File: config.mk
export PLATFORM = sky130hd
export DESIGN_NAME = FifoCsr
export DESIGN_NICKNAME = d
export VERILOG_FILES = /design/src/source/fifoStreamPkg.sv /design/src/source/FifoCsr.sv
export VERILOG_INCLUDE_DIRS = /design/src /design/src/source
export SDC_FILE = /design/constraint.sdc
export NUM_CORES = 1
export LEC_CHECK = 0
export ABC_AREA = 1
export BUFFER_PORTS_ARGS = -buffer_cell sky130_fd_sc_hd__buf_4
export CAP_MARGIN = 40
export CORE_UTILIZATION = 44
export DETAILED_ROUTE_END_ITERATION = 12
export GPL_ROUTABILITY_DRIVEN = 1
export GPL_TIMING_DRIVEN = 0
export PLACE_DENSITY = 0.88
export SLEW_MARGIN = 20
export SYNTH_ARGS = -nofsm -noshare
export SYNTH_HDL_FRONTEND = slang
export SYNTH_SLANG_ARGS = --single-unit
File: constraint.sdc
create_clock -name iCLK -period 1.8 [get_ports iCLK]
set_clock_uncertainty 0.05 [all_clocks]
set_input_delay 0 -clock iCLK [delete_from_list [all_inputs] [get_ports iCLK]]
set_output_delay 0 -clock iCLK [all_outputs]
set_load 0.05 [all_outputs]
File: src/source/fifoStream_config.svh
`ifndef FIFOSTREAM_CONFIG_SVH
`define FIFOSTREAM_CONFIG_SVH

//----------------------------------------
// fifo geometry
//----------------------------------------
// storage entries, one of them always stays free
`define FS_DEPTH        512
// stream word width
`define FS_WIDTH        16
// log2 of the depth, pointers wrap on their own
`define FS_PTR_WIDTH    9

//----------------------------------------
// axi4-lite slave
//----------------------------------------
`define FS_AXI_AW       4
`define FS_AXI_DW       32

// register map, word aligned byte offsets
`define FS_REG_CTRL     4'h0
`define FS_REG_WMARK    4'h4
`define FS_REG_STATUS   4'h8
`define FS_REG_DROP     4'hC

`endif

File: src/source/fifoStreamPkg.sv
`include "fifoStream_config.svh"

package fifoStreamPkg;

	//----------------------------------------
	// vector types
	//----------------------------------------
	// one stream word
	typedef logic [`FS_WIDTH-1:0] fsData_t;
	// ram address and fifo pointer
	typedef logic [`FS_PTR_WIDTH-1:0] fsPtr_t;
	// fill level, max is depth minus one
	typedef logic [`FS_PTR_WIDTH-1:0] fsLevel_t;
	// rejected writes, saturating
	typedef logic [15:0] fsCount_t;
	typedef logic [`FS_AXI_AW-1:0] axiAddr_t;
	typedef logic [`FS_AXI_DW-1:0] axiData_t;

	//----------------------------------------
	// bundles between blocks
	//----------------------------------------
	// csr to fifo and monitor, flush is a single cycle pulse
	typedef struct packed
	{
		logic     wrEnable;
		logic     flush;
		fsLevel_t watermark;
	} fsCtrl_t;

	// fifo flags
	typedef struct packed
	{
		fsLevel_t level;
		logic     full;
		logic     empty;
	} fsStatus_t;

	typedef struct packed
	{
		logic     almostFull;
		fsCount_t dropCount;
	} fsMonitor_t;

	// master to slave channels
	typedef struct packed
	{
		logic     awvalid;
		axiAddr_t awaddr;
		logic     wvalid;
		axiData_t wdata;
		logic     bready;
		logic     arvalid;
		axiAddr_t araddr;
		logic     rready;
	} axiLiteReq_t;

	// slave to master channels
	typedef struct packed
	{
		logic     awready;
		logic     wready;
		logic     bvalid;
		logic     arready;
		logic     rvalid;
		axiData_t rdata;
	} axiLiteRsp_t;

	// shared by the csr write and read machines
	typedef enum logic
	{
		CSR_IDLE,
		CSR_RESP
	} csrState_t;

	//----------------------------------------
	// bram slicing
	//----------------------------------------
	// slice width from the bram depth
	function automatic int fSliceWidth(input int depth);
		case (depth)
			256:     return 16;
			512:     return 8;
			1024:    return 4;
			2048:    return 2;
			4096:    return 1;
			// unknown depth, fall back to single bit slices
			default: return 1;
		endcase
	endfunction

	// slices needed for one word, rounded up
	function automatic int fSliceCount(input int width, input int sliceWidth);
		return (width + sliceWidth - 1) / sliceWidth;
	endfunction

endpackage

File: src/source/FifoCsr.sv
`timescale 1ns/1ps
`include "fifoStream_config.svh"

module FifoCsr
(
	input  logic                       iCLK,
	input  logic                       inARST,
	input  fifoStreamPkg::axiLiteReq_t axiReq,
	input  fifoStreamPkg::fsStatus_t   status,
	input  fifoStreamPkg::fsMonitor_t  mon,
	output fifoStreamPkg::axiLiteRsp_t axiRsp,
	output fifoStreamPkg::fsCtrl_t     ctrl,
	output logic                       dropClear
);

	// watermark after reset, 16 below the usable capacity
	localparam fifoStreamPkg::fsLevel_t lpWmarkReset =
		fifoStreamPkg::fsLevel_t'(`FS_DEPTH - 1 - 16);

	fifoStreamPkg::csrState_t wrState;
	fifoStreamPkg::csrState_t rdState;
	fifoStreamPkg::axiAddr_t  awAddr;
	fifoStreamPkg::axiData_t  wData;
	fifoStreamPkg::axiData_t  rdWord;
	fifoStreamPkg::axiData_t  rData;
	logic                     awHeld;
	logic                     wHeld;
	logic                     wrCommit;
	logic                     arAccept;

	//----------------------------------------
	// channel handshakes
	//----------------------------------------
	// address and data each taken once, in either order
	assign axiRsp.awready = (wrState == fifoStreamPkg::CSR_IDLE) && !awHeld;
	assign axiRsp.wready  = (wrState == fifoStreamPkg::CSR_IDLE) && !wHeld;
	assign axiRsp.bvalid  = (wrState == fifoStreamPkg::CSR_RESP);
	assign axiRsp.arready = (rdState == fifoStreamPkg::CSR_IDLE);
	assign axiRsp.rvalid  = (rdState == fifoStreamPkg::CSR_RESP);
	assign axiRsp.rdata   = rData;

	// register write once both halves are held
	assign wrCommit = (wrState == fifoStreamPkg::CSR_IDLE) && awHeld && wHeld;
	assign arAccept = axiReq.arvalid && axiRsp.arready;

	//----------------------------------------
	// write machine
	//----------------------------------------
	always_ff @(posedge iCLK or negedge inARST)
	begin
		if (!inARST)
		begin
			wrState <= fifoStreamPkg::CSR_IDLE;
			awHeld  <= 1'b0;
			wHeld   <= 1'b0;
		end
		else
		begin
			if (axiReq.awvalid && axiRsp.awready)
				awHeld <= 1'b1;
			if (axiReq.wvalid && axiRsp.wready)
				wHeld <= 1'b1;
			if (wrCommit)
			begin
				awHeld  <= 1'b0;
				wHeld   <= 1'b0;
				wrState <= fifoStreamPkg::CSR_RESP;
			end
			else if (axiRsp.bvalid && axiReq.bready)
			begin
				wrState <= fifoStreamPkg::CSR_IDLE;
			end
		end
	end

	// held address and data
	always_ff @(posedge iCLK)
	begin
		if (axiReq.awvalid && axiRsp.awready)
			awAddr <= axiReq.awaddr;
		if (axiReq.wvalid && axiRsp.wready)
			wData <= axiReq.wdata;
	end

	//----------------------------------------
	// register file
	//----------------------------------------
	always_ff @(posedge iCLK or negedge inARST)
	begin
		if (!inARST)
		begin
			ctrl.wrEnable  <= 1'b1;
			ctrl.flush     <= 1'b0;
			ctrl.watermark <= lpWmarkReset;
			dropClear      <= 1'b0;
		end
		else
		begin
			// strobes last one cycle
			ctrl.flush <= 1'b0;
			dropClear  <= 1'b0;
			if (wrCommit)
			begin
				case (awAddr)
					`FS_REG_CTRL:
					begin
						ctrl.wrEnable <= wData[0];
						ctrl.flush    <= wData[1];
					end
					`FS_REG_WMARK: ctrl.watermark <= wData[`FS_PTR_WIDTH-1:0];
					// any value clears the count
					`FS_REG_DROP:  dropClear <= 1'b1;
					default:       ;
				endcase
			end
		end
	end

	//----------------------------------------
	// read machine
	//----------------------------------------
	// read decode, flush bit reads back 0
	always_comb
	begin
		rdWord = '0;
		case (axiReq.araddr)
			`FS_REG_CTRL:  rdWord = `FS_AXI_DW'({1'b0, ctrl.wrEnable});
			`FS_REG_WMARK: rdWord = `FS_AXI_DW'(ctrl.watermark);
			`FS_REG_STATUS:
			begin
				rdWord[0]                   = status.empty;
				rdWord[1]                   = status.full;
				rdWord[2]                   = mon.almostFull;
				rdWord[16 +: `FS_PTR_WIDTH] = status.level;
			end
			`FS_REG_DROP:  rdWord = `FS_AXI_DW'(mon.dropCount);
			// unmapped offsets read as zero
			default:       rdWord = '0;
		endcase
	end

	always_ff @(posedge iCLK or negedge inARST)
	begin
		if (!inARST)
			rdState <= fifoStreamPkg::CSR_IDLE;
		else if (arAccept)
			rdState <= fifoStreamPkg::CSR_RESP;
		else if (axiRsp.rvalid && axiReq.rready)
			rdState <= fifoStreamPkg::CSR_IDLE;
	end

	// data captured with the address, held until rready
	always_ff @(posedge iCLK)
	begin
		if (arAccept)
			rData <= rdWord;
	end

endmodule

# ---- After elaboration in Yosys (flattened, before gate mapping)
# Index checks and enable logic that the tools add are counted.
dict set report totals {
  in_bits 75
  reg_bits 54
}
dict set report classes {
  bitwise_logic 2
  n_reduce_logical 19
  n_mux 15
  n_eq_ne 5
}
# op count
set op_table {}
lappend op_table {{$pmux 13 s2} 1}
lappend op_table {{$eq 4x4->1 const B} 3}
lappend op_table {{$pmux 3 s4} 1}
lappend op_table {{$mux 1} 11}
lappend op_table {{$mux 10} 1}
lappend op_table {{$logic_and 1x1->1} 9}
lappend op_table {{$mux 9} 1}
lappend op_table {{$eq 4x3->1 const B} 2}
lappend op_table {{$logic_not 4->1} 2}
lappend op_table {{$reduce_bool 2->1} 4}
lappend op_table {{$reduce_and 2->1} 2}
lappend op_table {{$logic_not 1->1} 2}
lappend op_table {{$not 1->1} 2}

# ---- Longest topological paths before layout
dict set report logic_depth {
  ltp_word 5
  mapped_depth 6
  depth_no_buf 6
}

# ---- Least setup slack after synthesis
# Ideal clock, no wire load.
dict set report synth_path {
  path_kind {reg-to-reg}
  from {reg wrState}
  to {reg wData[0], enable pin}
  slack_ns -0.114
  required_time_ns 1.420
  path_stages_with_launch 4
  path_buffers 0
  arrival_time_ns 1.534
  synth_period_minus_slack_ns 1.914
  path_cell_list {dfrtp_1 > nor2_1 > nand2_1 > inv_1}
}
# item line
set synth_lines {}
lappend synth_lines {{start: declaration} FifoCsr.sv:20} ;# fifoStreamPkg::csrState_t wrState;
lappend synth_lines {{start signal: assignment} FifoCsr.sv:53} ;# wrState <= fifoStreamPkg::CSR_IDLE;
lappend synth_lines {{start signal: assignment} FifoCsr.sv:67} ;# wrState <= fifoStreamPkg::CSR_RESP;
lappend synth_lines {{start signal: assignment} FifoCsr.sv:71} ;# wrState <= fifoStreamPkg::CSR_IDLE;
lappend synth_lines {{end signal: assignment} FifoCsr.sv:82} ;# wData <= axiReq.wdata;
lappend synth_lines {{end: declaration} FifoCsr.sv:23} ;# fifoStreamPkg::axiData_t wData;

# ---- Worst setup path in the final report
dict set report layout_path {
  from {reg ctrl[1] in the netlist's numbering}
  to {reg rData[1], data pin}
}
dict set report layout_via {
  elab_chain_len 1
}
# item line
set layout_rtl {}
lappend layout_rtl {{start: declaration} FifoCsr.sv:12} ;# output fifoStreamPkg::fsCtrl_t ctrl,
lappend layout_rtl {{$pmux 3 s4} FifoCsr.sv:126} ;# case (axiReq.araddr)
lappend layout_rtl {{via rdWord[1]} FifoCsr.sv:24} ;# fifoStreamPkg::axiData_t rdWord;
lappend layout_rtl {{end signal: assignment} FifoCsr.sv:156} ;# rData <= rdWord;
lappend layout_rtl {{end: declaration} FifoCsr.sv:25} ;# fifoStreamPkg::axiData_t rData;
# The timed path passes the listed nets, and every way through them passes these cells.
# A chain may end at the register's enable or synchronous reset.

==> reports/metrics.yaml <==
antenna_left: 0
drv_cap: 0
grtUsageTotal_pct: 19.92
grt_pass1_vias: 1872
criticalPathCategory: "flop to flop"
synth_top_area_share_pct: 50.39
min_path_type: "primary input to async pin"
initial_core_util_pct: 46.71
drive_gt1_share_pct: 36.46
antenna_found_initial: 0
cts_max_path_buffers: 2
utilization_pct: 74.71
post_drt_via_cell_ratio: 4.378
numCtsBuffers: 5
ys.flop_type: "edfxtp_1"
num_rows: 25
die_height_um: 73.74
crit_required_ns: 1.91
avgSynthCellArea_um2: 10.84
cts_resized: 0
fin_ws_ns: 0.3003
grt_start_max_net_pins: 23
overflow: 0
end_kind: "flop"
cts_max_level: 2
slowest_stage: "dfstp_2"
synth.distinct_cells: 18
drtIter0Drc: 58
routabilityCongestion: 0.7199
powerDensity_nw_per_um2: 1054
tns_ns: 0
clkSlewWorstSetupHoldPaths_ns: 0.09
grt_pass1_wl_um: 8017
wl_per_cell_um: 12.01
slowest_delay_ns: 0.56
async_reset_ff_share_pct: 29.63
synthTopCellsByArea: "edfxtp_1, dfstp_2, nand2_1"
setup_viol: 0
final_nets: 436
yosysWarnings: 0
rsz0062_at_grt: "no"
crit_fanout: 3
io_pins: 124
p_sw_share_pct: 38.23
critPathArrivalTime_ns: 1.61
hold_slack_ns: 0.03924
vias: 1878
hold_viol: 0
dieArea_um2: 5438
r2r-start: "ctrl[1]$_DFFE_PN1P_"
dp_hpwl_um: 3414
core_area_um2: 4848
finalMaxSlewViolations: 0
final_cell_area_um2: 3622
io_buffers: 93
worstPathCellList: "nand3_1 -> nand3_1 -> dlygate4sd3_1"
period_share_pct: 83.31
antenna_cells: 0
synth-edff-count: 38
power_switching_mw: 1.460
cts_tree: "yes"
critical_path.startpoint: "ctrl[1]$_DFFE_PN1P_"
max_freq_mhz: 666.8
status: "finished, final reports clean"
clock_sinks: 54
synth_most_common_cell: "nand2_1"
firstDrtPassIters: 4
synthTopCellsByCount: "nand2_1, edfxtp_1, inv_1"
place_area_um2: 3087
leakage_nw: 1.780
internal_power_mw: 2.359
fin_crit_ns: 1.500
multi_input_area_um2: 534.3
cpMostUsedCell: "nand3_1"
ys_seq_elements: 54
power_frac_clock_pct: 16.7
pre_cts_slack_ns: 0.5396
clockRootBuffer: "clkbuf_8"
clk_latency_ns: 0.29
syn_area_um2: 2265
die_x_um: 73.74
num-fill-cells: 326
wirelength_um: 5152
ir_drop_mv: 1.054
seq_area_um2: 1553
yosys.area.top_type: "edfxtp_1"
p_seq_share_pct: 46.2
yosysSeqAreaShare_pct: 68.56
synthesis.instances: 209
drc: 0
combPwrFrac_pct: 37.1
postCtsSetupRepairBufs: 0
start_kind: "flop"
synthToLayoutAreaGrowth_pct: 59.94
==> final cells by class <==
class | instances | area share, %
well taps | 67 | 2.314
plain buffers | 10 | 2.073
flip-flops and latches | 54 | 42.87
clock buffers | 6 | 2.003
clock inverters | 2 | 0.3454
repair buffers | 139 | 32.12
inverters | 34 | 3.523
multi-input cells | 117 | 14.75
==> state kept, by name, summed over array words and instances (netlist names), 4 cells and up <==
name / cells
awAddr: 4
ctrl: 11
rData: 25
wData: 9
==> power by group through the flow <==
stage                     Sequential, mW  Clock (mW)  Combinational, mW
after global placement              1.79           0               1.30
after CTS                           1.77       0.662               1.42
final                               1.77       0.638               1.41
after floorplan                     2.19           0              0.506
after detailed placement            1.79           0               1.33
after global routing                1.79       0.716               1.51
==> worst max-delay path: cells and delay by family (launching register included) <==
family | cells | cell delay, ns
buf+inv | 1 | 0.55
flops | 1 | 0.56
simple gates | 2 | 0.21
==> layout by cell type, fill, tap and decap left out <==
master and n:
nor2_1 23, dfstp_2 9, nor2_4 3, conb_1 7, nor2_2 2, clkbuf_8 5
nand2_4 1, o21ai_0 3, nor3b_1 1, buf_4 103, nand2_1 50, clkinv_1 1
buf_8 1, nand3_2 1, nand2_2 1, inv_6 1, inv_1 30, edfxtp_1 38
clkbuf_1 1, nand3_1 24, dlygate4sd3_1 45, dfrtp_1 7, nand3_4 1, inv_2 4
==> layer usage <==
layer  GRT usage (%)  wire length (µm)  up-vias
met5               0                 0        -
met4           5.983                75        0
met3           5.487               310        9
met2           39.35              2888       76
met1           19.87              1878      843
li1                -                 -      950
==> worst paths after layout <==
path | slack, ns | end | depth (start not counted)
hold reg to reg | 0.43 | ctrl[7]$_DFFE_PN1P_ | 2
min in group iCLK | 0.04 | rData[0]$_DFFE_PP_ | 5
max in group asynchronous | 1.41 | ctrl[2]$_DFFE_PN1P_ | 2
setup reg to reg | 0.30 | rData[1]$_DFFE_PP_ | 3
setup / recovery | 0.30 | rData[1]$_DFFE_PP_ | 3
hold / removal | 0.04 | wHeld$_DFFE_PN0P_ | 2
==> repair_timing <==
action                     in CTS  in global routing
hold buffers                   45                  0
hold endpoints to repair       57                  0
setup endpoints to repair       0                  0
==> logic make-up after synthesis <==
family / after synthesis / synth area share, %
compound gates: 3 / 0.6628
buf+inv: 44 / 8.950
flops: 54 / 68.56
other cells: 1 / 0.1656
simple gates: 107 / 21.66
==> metrics by stage <==
stage | power, mW | std cells
6_report | 3.819 | 429
3_3_place_gp | 3.090 | 375
2_1_floorplan | 2.692 | 215
4_1_cts | 3.844 | 429
3_5_place_dp | 3.124 | 376
5_1_grt | 4.020 | 429
Note: power is estimated with default switching activity, not from simulation.
