$ cat config.mk
export PLATFORM = sky130hd
export DESIGN_NAME = FifoLevelMonitor
export DESIGN_NICKNAME = d
export VERILOG_FILES = /design/src/source/fifoStreamPkg.sv /design/src/source/FifoLevelMonitor.sv
export VERILOG_INCLUDE_DIRS = /design/src /design/src/source
export SDC_FILE = /design/constraint.sdc
export NUM_CORES = 1
export LEC_CHECK = 0
export BUFFER_PORTS_ARGS = -buffer_cell sky130_fd_sc_hd__buf_2
export CORE_MARGIN = 2
export CORE_UTILIZATION = 52
export DETAILED_ROUTE_END_ITERATION = 10
export GPL_ROUTABILITY_DRIVEN = 1
export PLACE_DENSITY = 0.92
export SLEW_MARGIN = 20
export SYNTH_ARGS = -nofsm -noshare
export SYNTH_HDL_FRONTEND = slang
export SYNTH_SLANG_ARGS = --single-unit
$ cat constraint.sdc
create_clock -name iCLK -period 4.1 [get_ports iCLK]
set_input_delay 0.82 -clock iCLK [delete_from_list [all_inputs] [get_ports iCLK]]
set_output_delay 0.82 -clock iCLK [all_outputs]
set_load 0.005 [all_outputs]
$ cat src/source/fifoStream_config.svh
`ifndef FIFOSTREAM_CONFIG_SVH
`define FIFOSTREAM_CONFIG_SVH

//----------------------------------------
// fifo geometry
//----------------------------------------
// storage entries, one of them always stays free
`define FS_DEPTH        512
// stream word width
`define FS_WIDTH        16
// log2 of the depth, pointers wrap on their own
`define FS_PTR_WIDTH    9

//----------------------------------------
// axi4-lite slave
//----------------------------------------
`define FS_AXI_AW       4
`define FS_AXI_DW       32

// register map, word aligned byte offsets
`define FS_REG_CTRL     4'h0
`define FS_REG_WMARK    4'h4
`define FS_REG_STATUS   4'h8
`define FS_REG_DROP     4'hC

`endif

$ cat src/source/fifoStreamPkg.sv
`include "fifoStream_config.svh"

package fifoStreamPkg;

	//----------------------------------------
	// vector types
	//----------------------------------------
	// one stream word
	typedef logic [`FS_WIDTH-1:0] fsData_t;
	// ram address and fifo pointer
	typedef logic [`FS_PTR_WIDTH-1:0] fsPtr_t;
	// fill level, max is depth minus one
	typedef logic [`FS_PTR_WIDTH-1:0] fsLevel_t;
	// rejected writes, saturating
	typedef logic [15:0] fsCount_t;
	typedef logic [`FS_AXI_AW-1:0] axiAddr_t;
	typedef logic [`FS_AXI_DW-1:0] axiData_t;

	//----------------------------------------
	// bundles between blocks
	//----------------------------------------
	// csr to fifo and monitor, flush is a single cycle pulse
	typedef struct packed
	{
		logic     wrEnable;
		logic     flush;
		fsLevel_t watermark;
	} fsCtrl_t;

	// fifo flags
	typedef struct packed
	{
		fsLevel_t level;
		logic     full;
		logic     empty;
	} fsStatus_t;

	typedef struct packed
	{
		logic     almostFull;
		fsCount_t dropCount;
	} fsMonitor_t;

	// master to slave channels
	typedef struct packed
	{
		logic     awvalid;
		axiAddr_t awaddr;
		logic     wvalid;
		axiData_t wdata;
		logic     bready;
		logic     arvalid;
		axiAddr_t araddr;
		logic     rready;
	} axiLiteReq_t;

	// slave to master channels
	typedef struct packed
	{
		logic     awready;
		logic     wready;
		logic     bvalid;
		logic     arready;
		logic     rvalid;
		axiData_t rdata;
	} axiLiteRsp_t;

	// shared by the csr write and read machines
	typedef enum logic
	{
		CSR_IDLE,
		CSR_RESP
	} csrState_t;

	//----------------------------------------
	// bram slicing
	//----------------------------------------
	// slice width from the bram depth
	function automatic int fSliceWidth(input int depth);
		case (depth)
			256:     return 16;
			512:     return 8;
			1024:    return 4;
			2048:    return 2;
			4096:    return 1;
			// unknown depth, fall back to single bit slices
			default: return 1;
		endcase
	endfunction

	// slices needed for one word, rounded up
	function automatic int fSliceCount(input int width, input int sliceWidth);
		return (width + sliceWidth - 1) / sliceWidth;
	endfunction

endpackage

$ cat src/source/FifoLevelMonitor.sv
`timescale 1ns/1ps

module FifoLevelMonitor
(
	input  logic                      iCLK,
	input  logic                      inARST,
	input  fifoStreamPkg::fsStatus_t  status,
	input  fifoStreamPkg::fsCtrl_t    ctrl,
	// raw producer valid and fifo ready
	input  logic                      wrValid,
	input  logic                      wrReady,
	// clear strobe from the csr
	input  logic                      dropClear,
	output fifoStreamPkg::fsMonitor_t mon
);

	logic dropEvent;
	logic countMax;

	// attempt while the fifo refuses, full or disabled alike
	assign dropEvent = wrValid && !wrReady;
	// counter holds at all ones
	assign countMax  = &mon.dropCount;

	//----------------------------------------
	// almost full
	//----------------------------------------
	// registered compare, one cycle behind the level
	always_ff @(posedge iCLK or negedge inARST)
	begin
		if (!inARST)
			mon.almostFull <= 1'b0;
		else
			mon.almostFull <= (status.level >= ctrl.watermark);
	end

	//----------------------------------------
	// rejected write counter
	//----------------------------------------
	always_ff @(posedge iCLK or negedge inARST)
	begin
		if (!inARST)
		begin
			mon.dropCount <= '0;
		end
		else if (dropClear)
		begin
			// clear wins over a drop in the same cycle
			mon.dropCount <= '0;
		end
		else if (dropEvent && !countMax)
		begin
			mon.dropCount <= mon.dropCount + 1'b1;
		end
	end

endmodule

# Word level (Yosys, flattened, before mapping)

Cells that the tools add are included.

Bits in latches: 0
Bits in registers: 17
Memories kept: 0
Memory bits (read-only): 0
Output and inout bits: 17
Input bits: 27
Bits in writable memories: 0

Reduce and logical (&&, ||, !) cells: 6
Multiplexer cells: 2
Shift-type cells: 0
Bitwise logic cells: 0
Divide/modulo/power cells: 0
Eq/ne operators: 0
Add/subtract/negate cells: 1
Multipliers: 0
$lt $le $gt $ge: 1

Operators by type and width:

| kind                  | count |
|---|---|
| $mux 16               | 2 |
| $add 16x1->16 const B | 1 |
| $reduce_and 16->1     | 1 |
| $ge 9x9->1            | 1 |
| $logic_and 1x1->1     | 2 |
| $logic_not 1->1       | 2 |
| $reduce_bool 2->1     | 1 |

# Logic depth before layout (Yosys ltp)

Gate-level depths: netlist (run 1).

Depth in word-level cells: 5
Depth in mapped cells: 6
Mapped depth without buffers: 6

# Worst setup path after synthesis (run 1)

No wires, ideal clock.

Path kind: input port to flip-flop
Start: input port wrReady
End: register mon[11] in the netlist's numbering
Path buffers: 0
Required time: 3989 ps
Data arrival time: 1982 ps
Setup slack: 2007 ps
Stages: 4
Cells stage by stage: and4b_1 > nand2_1 > or3_1 > a2111oi_2

Word-level cells in the longest chain between the ends: 4

RTL lines:

| what                        | line                   | text |
|---|---|---|
| from (decl)                 | FifoLevelMonitor.sv:11 | `input logic wrReady,` |
| $logic_not 1->1             | FifoLevelMonitor.sv:21 | `assign dropEvent = wrValid && !wrReady;` |
| $logic_and 1x1->1           | FifoLevelMonitor.sv:21 |  |
| $logic_and 1x1->1           | FifoLevelMonitor.sv:51 | `else if (dropEvent && !countMax)` |
| $reduce_bool 2->1 (no line) | --                     |  |
| to (decl)                   | FifoLevelMonitor.sv:14 | `output fifoStreamPkg::fsMonitor_t mon` |

No other way between the ends.
A chain may end at the register's enable or synchronous reset.

# Final worst setup path (run 1)

Ends and elaborated chain as after synthesis.

==> flow_metrics.tcl, run 1 <==
set metrics [dict create \
    first_pass_iters 4 \
    cellLeakagePower_nw 0.732 \
    wl_um 2770 \
    post_synth_inst_count 125 \
    post_cts_resize_count 0 \
    hold_viol 0 \
    power.ir.vdd_worst_mv 0.150 \
    synth.yosys.seq_area_share_pct 36.0 \
    worstPathRequired_ns 4.30 \
    combPwrFrac_pct 13.9 \
    detailedRoute.firstIterationViolations 40 \
    fin_util_pct 65.4 \
    grt_pass1_vias 1134 \
    worstSetupPathType "in2reg" \
    run_status "finished clean" \
    timing.setup.tns_ns 0 \
    clock_tree.htree_level_count 1 \
    synth.lib_cells_used.distinct 38 \
    setup_slack_ns 2.07 \
    die_x_um 51.7 \
    antenna_found_initial 0 \
    sw_frac_of_total_pct 26.7 \
    final.period_utilization_pct 49.5 \
    design.die.area_um2 2670 \
    globalRouteOverflowTotal 0 \
    tritoncts "yes" \
    preCtsSetupSlack_ns 1.79 \
    finClkSkew_ns 0.00730 \
    critPathMaxFanout 7 \
    area_used_by_sequential_logic_in_the_layout_um2 425 \
    synth_ff_type "dfrtp_1" \
    synth_area_leaders "dfrtp_1 (36%), ha_1 (11%), a21oi_1 (5.5%)" \
    ys_seq_elements 17 \
    synth-xor-area-share_pct 0.741 \
    intPower_mw 0.227 \
    syn-mean-instance-area_um2 9.46 \
    hold_path_class "in2async" \
    cap_viol_max_count 0 \
    count_of_clock_tree_sinks 17 \
    registers_with_the_most_flip_flops "mon x17" \
    ys_warn_count 0 \
    initial_cell_density_of_the_core_pct 54.0 \
    nets_in_the_synthesized_netlist 162 \
    layout.nets 204 \
    clk_root_buffer_cell "clkbuf_4" \
    gp_congestion 0.831 \
    coreArea_um2 2190 \
    dp.final_hpwl_um 2200 \
    cts.reportedPaths.clkPinSlew_ns 0.11 \
    num_io_pins 44 \
    setup_viol_count_final 0 \
    port_buffers 39 \
    num_antenna_cells 0 \
    power.share.clock_pct 30.6 \
    regMostFlops "mon" \
    synth.top_cells.by_count "dfrtp_1 (17), inv_1 (15), a21oi_1 (13), ha_1 (10), nand2_1 (9)" \
    die_height_um 51.7 \
    crit_path_start_kind "input pin" \
    power.net_switching_mw 0.0827 \
    synth.area.mux_share_pct 1.69 \
    insertion_delay_ns 0.30 \
    gr-usage-all-layers_pct 23.9 \
    pwr_per_cell_area_nw_per_um2 216 \
    synth-compound-area-share_pct 21.1 \
    synthArstFlopShare_pct 100 \
    area_delta_synth_final_pct 21.2 \
    largest_register_ff_count 17 \
    slew_viol_final 0 \
    maxSlewHeadroom_pct 58.1 \
    period_minus_slack_ns 2.03 \
    synth_most_common_cell "dfrtp_1" \
    maximum_number_of_pins_on_one_net_before_global_route_repair 18 \
    cts_hold_buf 0 \
    wl_per_cell_um 14.3 \
    adder_cell_area_share_of_the_yosys_netlist_pct 10.6 \
    main_combinational_cell_family_by_area_after_synthesis "simple AND/OR/NAND/NOR gates" \
    synth_enable_flop_cells 0 \
    p_seq_share_pct 55.5 \
    rsz0062_at_grt "false" \
    tritoncts.num_buffers 3 \
    worstSetupEndpointType "register" \
    ctsLongestPathBuffers 2 \
    worst-slew-pin-transition_ns 0.623 \
    drc 0 \
    first_pass_grt_wire_length_um 4770 \
    post-synth-top-area-cell "dfrtp_1" \
    fmax_ghz 0.493 \
    drt-vias-per-instance 5.94 \
    multiInputGateArea_um2 693 \
    rows 17 \
    post_synth_and_or_nand_nor_area_fraction_pct 24.6 \
    fraction_of_layout_cells_with_a_size_suffix_above_1_pct 30.1 \
    worstPathArrival_ns 2.23 \
    layout.filler_cells 186 \
    routed-via-count 1153 \
    synthDominantCellAreaShare_pct 36.0 \
    post-cts-setup-buffers 0 \
    synthesis.area_um2 1180 \
    drtAntennaViolNets 0 \
]
==> through the flow <==
stage	power (mW)	cells	cell area, µm²	hold slack, ns
final	0.310	194	1430	0.425
after global routing	0.327	194	1430	0.444
after CTS	0.312	194	1430	0.430
after detailed placement	0.219	190	1410	0.564
after global placement	0.215	190	1410	0.532
after floorplan	0.197	125	1180	0.522
==> layout by cell type, fill, tap and decap left out, types with 4 or more instances in the layout <==
cell     synthesis  final
inv_1           15     15
a21oi_1         13     13
buf_2            0     39
nor2_1           6      6
o21ai_0          5      5
dfrtp_1         17     17
or4_1            4      4
or3_1            6      6
nand2_1          9      9
ha_1            10     10
==> per-layer routing <==
| layer | global-route usage (%) | vias to the layer above | share of wire, % |
|---|---|---|---|
| li1 | - | 556 | - |
| met1 | 26.0 | 546 | 40 |
| met2 | 45.9 | 46 | 54 |
| met3 | 2.87 | 5 | 5.0 |
| met4 | 10.1 | 0 | 1.9 |
| met5 | 0 | - | 0 |
==> worst max-delay path, cell delays in order <==
cell	delay, ns
buf_2	0.10
and4b_1	0.34
nand2_1	0.19
or3_1	0.42
a2111oi_2	0.35
==> power by group through the flow <==
stage / registers, mW / logic, mW / clock network (mW)
2_1_floorplan: 0.175 / 0.0219 / 0
3_3_place_gp: 0.175 / 0.0401 / 0
3_5_place_dp: 0.175 / 0.0438 / 0
4_1_cts: 0.172 / 0.0439 / 0.0960
5_1_grt: 0.172 / 0.0507 / 0.104
6_report: 0.172 / 0.0431 / 0.0948
==> logic make-up after synthesis <==
kind of cell / after synthesis
buffers and inverters: 17
AO/OA/AOI/OAI: 35
multiplexers: 2
flip-flops: 17
adder cells (fa/ha/maj): 10
AND/OR/NAND/NOR: 43
XOR/XNOR: 1
==> area by class of cell <==
cell class                 count  share of cell area (%)
tap                           28                    2.45
multi-input combinational     91                    48.4
sequential                    17                    29.7
timing repair buffer          39                    13.6
clock inverter                 1                   0.349
inverter                      15                    3.93
clock buffer                   3                    1.57
==> path summary, 6_finish.rpt <==
check	start	end	slack (ns)	depth (start not counted)
max in group asynchronous	inARST	mon[12]	3.38	1
min reg2reg	mon[7]	mon[7]	0.58	1
max reg2reg	mon[12]	mon[11]	2.27	4
min	inARST	mon[11]	0.43	1
min in group iCLK	mon[7]	mon[7]	0.58	1
max	wrReady	mon[11]	2.07	5
Power figures use the tool's default switching activity.
==> run 2, diff against run 1 <==
Settings changed: CORE_UTILIZATION 52 to 44, PLACE_DENSITY 0.92 to 0.83.
Clock period 4.1 ns to 1.8 ns, I/O delays scaled along.
==> run 2 against run 1 <==
Compared with the run above:
- utilization fell by 3.2 points
- clock skew is 0.0050 ns lower
- non-clock buffer count is 13 higher
- die area increased by 17%
- total power grew 130%
- count of clock-buffer cells in the layout is the same
- register-to-register slack worse by 2.2 ns
- clock power up 120%
- largest power group unchanged
==> flow_metrics.tcl, run 2 (synthesis results as in run 1) <==
set metrics [dict create \
    maxSlewHeadroom_pct 73.9 \
    wl_um 2950 \
    crit_path_start_kind "register" \
    layout.cells.most_common "buf_2" \
    finish.cell_count_without_fillers 209 \
    gr-usage-all-layers_pct 19.4 \
    drc 0 \
    grt_pass1_vias 1137 \
    critical_path.cell_chain "ha_2 -> nand4_1 -> o41ai_4 -> buf_4 -> mux2i_1 -> nor2_1" \
    rows 18 \
    power.ir.vdd_worst_mv 0.425 \
    port_buffers 39 \
    worstPathArrival_ns 1.93 \
    area_used_by_sequential_logic_in_the_layout_um2 427 \
    maximum_number_of_pins_on_one_net_before_global_route_repair 18 \
    run_status "finished clean" \
    cts.reportedPaths.clkPinSlew_ns 0.09 \
    globalRouteOverflowTotal 0 \
    count_of_clock_tree_sinks 17 \
    layout.filler_cells 224 \
    ctsLongestPathBuffers 2 \
    cp_slowest_stage_delay_ns 0.39 \
    cap_viol_max_count 0 \
    numPlacedInstances 202 \
    coreArea_um2 2520 \
    gp_congestion 0.775 \
    holdWs_ns 0.396 \
    design.die.area_um2 3120 \
    finClkSkew_ns 0.00234 \
    fmax_ghz 0.572 \
    layout.nets 217 \
    crit_slowest_cell "dfrtp_1" \
    final.period_utilization_pct 97.1 \
    dp.final_hpwl_um 2290 \
    num_io_pins 44 \
    drt-vias-per-instance 5.84 \
    hold_viol 0 \
    first_pass_grt_wire_length_um 4810 \
    fraction_of_layout_cells_with_a_size_suffix_above_1_pct 37.4 \
    detailedRoute.firstIterationViolations 38 \
    registers_with_the_most_flip_flops "mon x17" \
    clk_root_buffer_cell "clkbuf_4" \
    insertion_delay_ns 0.30 \
    rsz0062_at_grt "true" \
    worst-slew-pin-transition_ns 0.392 \
    hold_path_class "in2reg" \
    first_pass_iters 4 \
    most-common-layout-cells "buf_2 (39), dfrtp_1 (16), inv_1 (15)" \
    period_minus_slack_ns 1.75 \
    num_antenna_cells 0 \
    critPathMaxFanout 8 \
    wl_per_cell_um 14.1 \
    tritoncts "yes" \
    cellLeakagePower_nw 0.796 \
    critical_path_buffer_and_inverter_count 1 \
    pwr_per_cell_area_nw_per_um2 450 \
    worstSetupPathType "reg2reg" \
    drtAntennaViolNets 0 \
    worstSetupEndpointType "register" \
    tritoncts.num_buffers 3 \
    initial_cell_density_of_the_core_pct 46.9 \
    die_height_um 55.8 \
    multiInputGateArea_um2 724 \
    power.total_mw 0.705 \
    routed-via-count 1220 \
    slew_viol_final 0 \
    area_delta_synth_final_pct 32.6 \
    antenna_found_initial 0 \
    regMostFlops "mon" \
    worstPathRequired_ns 1.98 \
    critPathTopFamily "flip-flops" \
    setup_viol_count_final 0 \
    clock_tree.htree_level_count 1 \
    die_x_um 55.8 \
    largest_register_ff_count 17 \
]
==> run 2: tightest hold or removal path: cells and delay by family <==
family / cells / cell delay, ns
compound gates: 2 / 0.09
fa+ha+maj: 1 / 0.13
buf+inv: 1 / 0.08
==> run 2: layer usage <==
metal | global-route usage [%] | wire [µm] | vias up
met3 | 5.58 | 171 | 13
met1 | 21.1 | 1140 | 577
met2 | 34.2 | 1540 | 48
met4 | 9.86 | 105 | 0
met5 | 0 | 0 | -
li1 | - | - | 582
==> run 2: per-stage QoR <==
| step | TNS [ns] | cell area (µm²) | setup WS, ns | util, % |
|---|---|---|---|---|
| 2_1_floorplan | 0 | 1180 | 0.167 | - |
| 3_3_place_gp | 0 | 1480 | 0.0909 | 58.8 |
| 3_5_place_dp | -0.0213 | 1480 | -0.0213 | 58.8 |
| 4_1_cts | 0 | 1540 | 0.0229 | 61.0 |
| 5_1_grt | -0.0465 | 1570 | -0.0444 | 62.2 |
| 6_report | 0 | 1570 | 0.0525 | 62.2 |
==> run 2: path summary, 6_finish.rpt <==
path | start | end | slack (ns) | cells after the start
max reg2reg | mon[1] | mon[1] | 0.05 | 6
min in group asynchronous | inARST | mon[13] | 0.51 | 2
max | mon[1] | mon[1] | 0.05 | 6
max in group asynchronous | inARST | mon[9] | 0.99 | 2
min reg2reg | mon[7] | mon[7] | 0.54 | 1
min | status[10] | mon[16] | 0.40 | 4
==> run 2: final cells by class <==
cell class	count	area share, %
sequential	17	27.2
tap	30	2.39
inverter	15	3.59
multi-input combinational	91	46.2
clock buffer	3	1.44
clock inverter	1	0.319
timing repair buffer	52	18.8
==> run 2: where the power goes <==
| group | internal (mW) | switching (mW) | leakage [nW] |
|---|---|---|---|
| registers | 0.387 | 0.00256 | 0.233 |
| clock network | 0.0829 | 0.123 | 0.0177 |
| logic | 0.0546 | 0.0542 | 0.545 |
| total | 0.525 | 0.180 | 0.796 |
==> run 2: timing repair <==
item / 4_1_cts / 5_1_grt
buffers inserted: 0 / 2
gates resized for setup: 2 / 4
endpoints found under the setup margin: 1 / 5
cloned: 0 / 0
pin swaps: 0 / 1
hold buffers: 1 / 0
hold endpoints to repair: 17 / 0
